==> src/ray_consts.svh <==
`ifndef RAY_CONSTS_SVH
`define RAY_CONSTS_SVH

// word width of every value.
`define RAY_WIDTH 32

// fraction bits of the q format.
`define RAY_Q_BITS 10

// entries in each fifo.
`define RAY_FIFO_DEPTH 16

`endif

==> src/ray_pkg.sv <==
`include "ray_consts.svh"

package ray_pkg;

    // signed q10 word.
    typedef logic signed [`RAY_WIDTH-1:0] fix_t;

    typedef enum logic [1:0] {
        DIV_IDLE,  // waiting for operands.
        DIV_LOAD,  // take magnitudes.
        DIV_RUN,   // shift-subtract loop.
        DIV_DONE   // push result.
    } div_state_t;

endpackage

==> src/fifo_array.sv <==
`include "ray_consts.svh"

module fifo_array import ray_pkg::*; #(
    parameter int FIFO_DATA_WIDTH  = `RAY_WIDTH,
    parameter int FIFO_BUFFER_SIZE = `RAY_FIFO_DEPTH,
    parameter int ARRAY_SIZE       = 3
) (
    input  logic clock,
    input  logic reset,
    input  logic wr_en,
    input  fix_t din [ARRAY_SIZE-1:0],
    output logic full,
    input  logic rd_en,
    output fix_t dout [ARRAY_SIZE-1:0],
    output logic empty
);
    localparam int PTR_W = (FIFO_BUFFER_SIZE > 1) ? $clog2(FIFO_BUFFER_SIZE) : 1;
    localparam int CNT_W = $clog2(FIFO_BUFFER_SIZE + 1);

    logic [FIFO_DATA_WIDTH-1:0] mem [FIFO_BUFFER_SIZE-1:0][ARRAY_SIZE-1:0];
    logic [PTR_W-1:0] wr_ptr;
    logic [PTR_W-1:0] rd_ptr;
    logic [CNT_W-1:0] count;
    logic do_wr;
    logic do_rd;

    assign full  = (count == CNT_W'(FIFO_BUFFER_SIZE));
    assign empty = (count == '0);
    assign do_wr = wr_en && !full;   // writes into a full fifo are dropped.
    assign do_rd = rd_en && !empty;

    always_comb begin
        for (int i = 0; i < ARRAY_SIZE; i++) begin
            dout[i] = mem[rd_ptr][i];  // head shows while not empty.
        end
    end

    always_ff @(posedge clock) begin
        if (do_wr) begin
            for (int i = 0; i < ARRAY_SIZE; i++) begin
                mem[wr_ptr][i] <= din[i];
            end
        end
    end

    always_ff @(posedge clock) begin
        if (reset) begin
            wr_ptr <= '0;
            rd_ptr <= '0;
            count  <= '0;
        end else begin
            if (do_wr) begin
                wr_ptr <= (wr_ptr == PTR_W'(FIFO_BUFFER_SIZE - 1)) ? '0 : wr_ptr + 1'b1;
            end
            if (do_rd) begin
                rd_ptr <= (rd_ptr == PTR_W'(FIFO_BUFFER_SIZE - 1)) ? '0 : rd_ptr + 1'b1;
            end
            count <= count + CNT_W'(do_wr) - CNT_W'(do_rd);
        end
    end
endmodule

==> src/divide_top.sv <==
`include "ray_consts.svh"

module divide_top import ray_pkg::*; #(
    parameter int Q_BITS  = `RAY_Q_BITS,
    parameter int D_WIDTH = `RAY_WIDTH
) (
    input  logic clock,
    input  logic reset,
    input  fix_t dividend,
    input  fix_t divisor,
    input  logic in_empty,
    output logic in_rd_en,
    output fix_t out_dout,
    output logic out_empty,
    input  logic out_rd_en
);
    localparam int N     = D_WIDTH + Q_BITS;
    localparam int CNT_W = $clog2(N + 1);
    localparam logic [N-1:0] POS_MAX = {{(Q_BITS + 1){1'b0}}, {(D_WIDTH - 1){1'b1}}};
    localparam logic [N-1:0] NEG_MAX = POS_MAX + 1'b1;

    div_state_t state;
    logic [D_WIDTH-1:0] num_r;
    logic [D_WIDTH-1:0] den_r;
    logic [D_WIDTH-1:0] den_mag;
    logic [N-1:0] quo;
    logic [D_WIDTH:0] rem;
    logic [D_WIDTH:0] rem_shift;
    logic [CNT_W-1:0] count;
    logic neg;
    logic [D_WIDTH-1:0] result;
    fix_t fifo_din [0:0];
    fix_t fifo_dout [0:0];
    logic fifo_full;
    logic out_wr_en;

    function automatic logic [D_WIDTH-1:0] mag(input logic [D_WIDTH-1:0] v);
        return v[D_WIDTH-1] ? (~v + 1'b1) : v;
    endfunction

    assign in_rd_en  = (state == DIV_IDLE) && !in_empty;
    assign out_wr_en = (state == DIV_DONE) && !fifo_full;  // hold result until there is room.
    assign rem_shift = {rem[D_WIDTH-1:0], quo[N-1]};
    assign fifo_din[0] = fix_t'(result);
    assign out_dout = fifo_dout[0];

    // sign restore and saturation to the word range.
    always_comb begin
        if (neg) begin
            result = (quo >= NEG_MAX) ? {1'b1, {(D_WIDTH - 1){1'b0}}} : ~quo[D_WIDTH-1:0] + 1'b1;
        end else begin
            result = (quo > POS_MAX) ? POS_MAX[D_WIDTH-1:0] : quo[D_WIDTH-1:0];
        end
    end

    always_ff @(posedge clock) begin
        if (reset) begin
            state <= DIV_IDLE;
            count <= '0;
        end else begin
            case (state)
                DIV_IDLE: begin
                    if (in_rd_en) begin
                        state <= DIV_LOAD;
                    end
                end
                DIV_LOAD: begin
                    state <= (den_r == '0) ? DIV_DONE : DIV_RUN;  // zero divisor skips loop.
                    count <= CNT_W'(N);
                end
                DIV_RUN: begin
                    count <= count - 1'b1;
                    if (count == CNT_W'(1)) begin
                        state <= DIV_DONE;
                    end
                end
                default: begin
                    if (out_wr_en) begin
                        state <= DIV_IDLE;
                    end
                end
            endcase
        end
    end

    always_ff @(posedge clock) begin
        if (in_rd_en) begin
            num_r <= dividend;
            den_r <= divisor;
        end
        if (state == DIV_LOAD) begin
            rem     <= '0;
            den_mag <= mag(den_r);
            if (den_r == '0) begin
                neg <= num_r[D_WIDTH-1];
                quo <= POS_MAX;
            end else begin
                neg <= num_r[D_WIDTH-1] ^ den_r[D_WIDTH-1];
                quo <= {mag(num_r), {Q_BITS{1'b0}}};  // dividend scaled by q.
            end
        end else if (state == DIV_RUN) begin
            if (rem_shift >= {1'b0, den_mag}) begin
                rem <= rem_shift - {1'b0, den_mag};
                quo <= {quo[N-2:0], 1'b1};
            end else begin
                rem <= rem_shift;
                quo <= {quo[N-2:0], 1'b0};
            end
        end
    end

    fifo_array #(.FIFO_DATA_WIDTH(`RAY_WIDTH), .ARRAY_SIZE(1)) u_out_fifo (
        .clock (clock),     .reset (reset),
        .wr_en (out_wr_en), .din   (fifo_din),  .full  (fifo_full),
        .rd_en (out_rd_en), .dout  (fifo_dout), .empty (out_empty)
    );
endmodule

==> config.mk <==
export PLATFORM = sky130hd
export DESIGN_NAME = divide_top
export DESIGN_NICKNAME = d
export VERILOG_FILES = /design/src/ray_pkg.sv /design/src/fifo_array.sv /design/src/divide_top.sv
export VERILOG_INCLUDE_DIRS = /design/src
export SDC_FILE = /design/constraint.sdc
export NUM_CORES = 1
export LEC_CHECK = 0
export BUFFER_PORTS_ARGS = -buffer_cell sky130_fd_sc_hd__clkbuf_2
export CAP_MARGIN = 20
export CELL_PAD_IN_SITES_DETAIL_PLACEMENT = 0
export CELL_PAD_IN_SITES_GLOBAL_PLACEMENT = 1
export CORE_ASPECT_RATIO = 0.8
export CORE_MARGIN = 2
export CORE_UTILIZATION = 40
export CTS_CLUSTER_SIZE = 16
export DETAILED_ROUTE_END_ITERATION = 8
export PLACE_DENSITY = 0.64
export SYNTH_ARGS = -nofsm -noshare
export SYNTH_HDL_FRONTEND = slang
export SYNTH_SLANG_ARGS = --single-unit
==> constraint.sdc <==
create_clock -name clock -period 6.8 [get_ports clock]
set_input_delay 0.34 -clock clock [delete_from_list [all_inputs] [get_ports clock]]
set_output_delay 0.34 -clock clock [all_outputs]
set_load 0.05 [all_outputs]
==> key figures <==
Run status
  – Status: complete, no violations

Setup path
  – CP peak stage delay: ~800 ps
  – Worst Path Arrival: 4990 ps
  – Crit path cell chain: inv_1 -> ha_1 -> or3b_2 -> or3_1 -> or4_1 -> nor3_1 -> nand2b_1 -> or4_1 -> o31ai_1 -> xor2_1
  – CP Capture Type: flop
  – WS Path Type: reg2reg
  – Most frequent CP cell: or4_1
  – Critical Path RT: just over 7000 ps
  – CP startpoint kind: flop
  – Slowest-stage cell, CP: xor2_1
  – Crit-path max FO: 16

Die
  – Die area: about 79000 um^2
  – Die Wd: roughly 310 um
  – Die Span Y: 252 um
  – Initial core utilization: about two fifths
  – # rows: 90
  – Core ar.: around 76000 um^2
  – Top Ports: around 100

Final layout
  – Fill count: around 6500
  – Core Util, Final: 47.2%
  – Most common cell after layout, fill and taps aside: edfxtp_1
  – Commonest cells after routing, fill and taps aside: 651 x edfxtp_1, 160 x mux4_2, 123 x nor2_1
  – Synthesis-to-finish area growth: 16.2%
  – Layout Nets: 2264
  – Share of cells above drive strength 1: between 20% and 30%

Yosys
  – Yosys warns: 0
  – Syn nets: between 2000 and 2500
  – Post-Syn Area: between 30000 and 40000 um^2
  – Post-synth EDFFs: between 600 and 700
  – Synthesized flop and latch total: 708
  – Yosys cell types: 66
  – Syn_area_per_cell: 15.8 um^2
  – Share of the yosys chip area belonging to registers: around two thirds
  – Dominant synthesized flop cell: edfxtp_1
  – Post-synthesis instance total: approximately 2000
  – Post-synth ARST share: 0%

Hold path
  – Hold Crit Class: in2reg

STA
  – Period Utilization, post-route: 69.3%
  – Upper clock frequency limit: approximately 0.21 GHz
  – Final TNS setup: 0 ps
  – Skew final: roughly 17 ps
  – RSZ-0062 raised after global routing: false
  – Endpoints failing setup: 0
  – Final hold viol count: 0
  – Fin crit period: ~4700 ps
  – Final Slew Violations: 0
  – Rel. slew slack: around a quarter
  – Worst slew pin tran: about 1100 ps

Route
  – Initial DRT Pass Iterations: 5
  – Post-Route WL: around 73 mm
  – Avg WL per Cell: ~23 um
  – Vias per inst: ~5.6
  – Vias: approximately 18000
  – Drt drc: 0
  – ANT nets after route: 0
  – Starting DRT DRC Count: roughly 1500

Power
  – Total power divided by cell area: a little under 400 nW/um^2
  – Post-layout power: between 10000 and 15000 uW
  – Lkg Pwr: 0.0118 uW
  – Max VDD drop: ~270 uV

Clock network
  – CTS buffer count: 73
  – Clock slew at reported path FFs: around 60 ps
  – Sink Count: ~700
  – Post-cts resize count: 0
  – Root Driver: clkbuf_16
  – Clock Latency Late Sink: approximately 620 ps
  – H-tree depth: 3
  – CTS tree: yes
  – Max clock buf depth: 3

GRT
  – GRT Total Usage: between 10% and 20%
  – Vias in the first global route: roughly 18000
  – Largest net degree at the start of global routing: slightly below 80
  – Initial antenna violation count: 1
  – GR Overflow Total: 0
  – First-pass GRT wire length: approximately 110 mm

Job
  – Max_cap viols: 0

Place
  – I/O Buffers: around 100
  – Routability cong.: 0.805
  – Final HPWL DP: 42.4 mm
[power by group]
| group | internal [uW] | leakage, uW | total, uW | switching [uW] |
|---|---|---|---|---|
| Clock | 2280 | 0.00114 | 3920 | 1640 |
| Sequential | 5660 | 0.00636 | 6110 | 449 |
| Combinational | 1500 | 0.00429 | 3880 | 2380 |
| Total | 9440 | 0.0118 | 13900 | 4470 |
[metal layers]
layer | vias up | GRT usage (%) | routed length [um]
li1 | 8091 | - | -
met1 | 9161 | 27.4 | 34600
met2 | 469 | 28.7 | 33800
met3 | 98 | 2.90 | 3400
met4 | 0 | 4.42 | 1330
met5 | - | 0 | 0
[worst max-delay path, delay by kind of cell, from the launching register on]
| family | cells | cell delay, ps |
|---|---|---|
| simple gates | 6 | 2550 |
| xor+xnor | 1 | 800 |
| flops | 1 | 420 |
| compound gates | 1 | 310 |
| fa+ha+maj | 1 | 190 |
| buf+inv | 1 | 100 |
[cell usage after synthesis (3+ instances only)]
cell      instances  share of area (%)
clkbuf_1         77               0.94
and4_1            5               0.14
o21ai_0          67                1.1
buf_1            15               0.18
inv_1            79               0.96
a21oi_1          64                1.0
xor2_1           30               0.85
mux2_2            3               0.11
nand4_1           4              0.081
o41ai_1          14               0.40
nor3_1           32               0.52
or2_2             5               0.10
edfxtp_1        651                 64
and2_1            3              0.061
and3_1           13               0.26
o22a_1            8               0.23
xnor2_1          59                1.7
nand2_1         120                1.5
nor2b_1          12               0.24
nor4_1            6               0.12
o311ai_0         14               0.40
nand3b_1          4              0.098
or3_1            29               0.59
dfxtp_1          57                3.7
o211ai_1         11               0.27
o21a_1            8               0.20
mux4_2          160                 12
ha_1             53                2.2
a221o_1           4               0.13
a311oi_1         25               0.71
nand2b_1         19               0.39
nor2_1          136                1.7
a31oi_1           8               0.16
a21o_1           11               0.27
o31ai_1          25               0.61
or4_1            17               0.41
mux2i_1           9               0.29
o22ai_1          11               0.22
a211o_1           3              0.085
nor3b_1           3              0.073
or3b_2            3              0.085
nand3_1          22               0.36
a211oi_1         12               0.29
[state kept, by name (all words and copies together), names as in the netlist, named ones only]
register	cells
count	6
den_mag	32
den_r	32
neg	1
num_r	32
quo	42
rem	32
state	2
u_out_fifo.count	5
u_out_fifo.mem	512
u_out_fifo.rd_ptr	4
u_out_fifo.wr_ptr	4
[area by class of cell]
class	instances	area, um^2	area share [%]
Multi-Input combinational cell	1064	9610	26.9
Clock buffer	90	1910	5.34
Timing Repair Buffer	215	1570	4.38
Sequential cell	708	20700	57.9
Antenna cell	1	2.50	0.00700
Tap cell	1012	1270	3.54
Clock inverter	41	414	1.16
Inverter	79	297	0.829
[worst paths after layout]
path	from	endpoint	slack [ps]	cells after the start
hold / removal	reset	count[4]$_SDFFE_PP0N_	250	2
setup / recovery	quo[0]$_DFFE_PN_	u_out_fifo.mem[7][30]$_DFFE_PP_	2090	10
setup reg to reg	quo[0]$_DFFE_PN_	u_out_fifo.mem[7][30]$_DFFE_PP_	2090	10
hold reg to reg	rem[18]$_SDFFE_PP0P_	rem[18]$_SDFFE_PP0P_	490	2
[repair_timing]
action                                 CTS  global route
buffers inserted                         0             0
hold buffers                            64             0
endpoints found under the hold margin   64             0
[kinds of logic after synthesis]
kind of cell	share of synthesized area, %
compound gates	6.77
simple gates	6.95
mux	12.1
fa+ha+maj	2.28
flops	67.2
xor+xnor	2.53
buf+inv	2.12
[stage by stage]
| step | std cells | cell area [um^2] | hold WS (ps) | setup slack (ps) |
|---|---|---|---|---|
| after floorplan | 1944 | 30800 | 412 | 2170 |
| after global routing | 3210 | 35800 | 253 | 1650 |
| after detailed placement | 3007 | 32700 | 484 | 2120 |
| after global placement | 3006 | 32700 | 478 | 2310 |
| after CTS | 3202 | 35700 | 222 | 2090 |
| final | 3210 | 35800 | 252 | 2090 |
No activity file was read; power rests on OpenSTA's default activity.
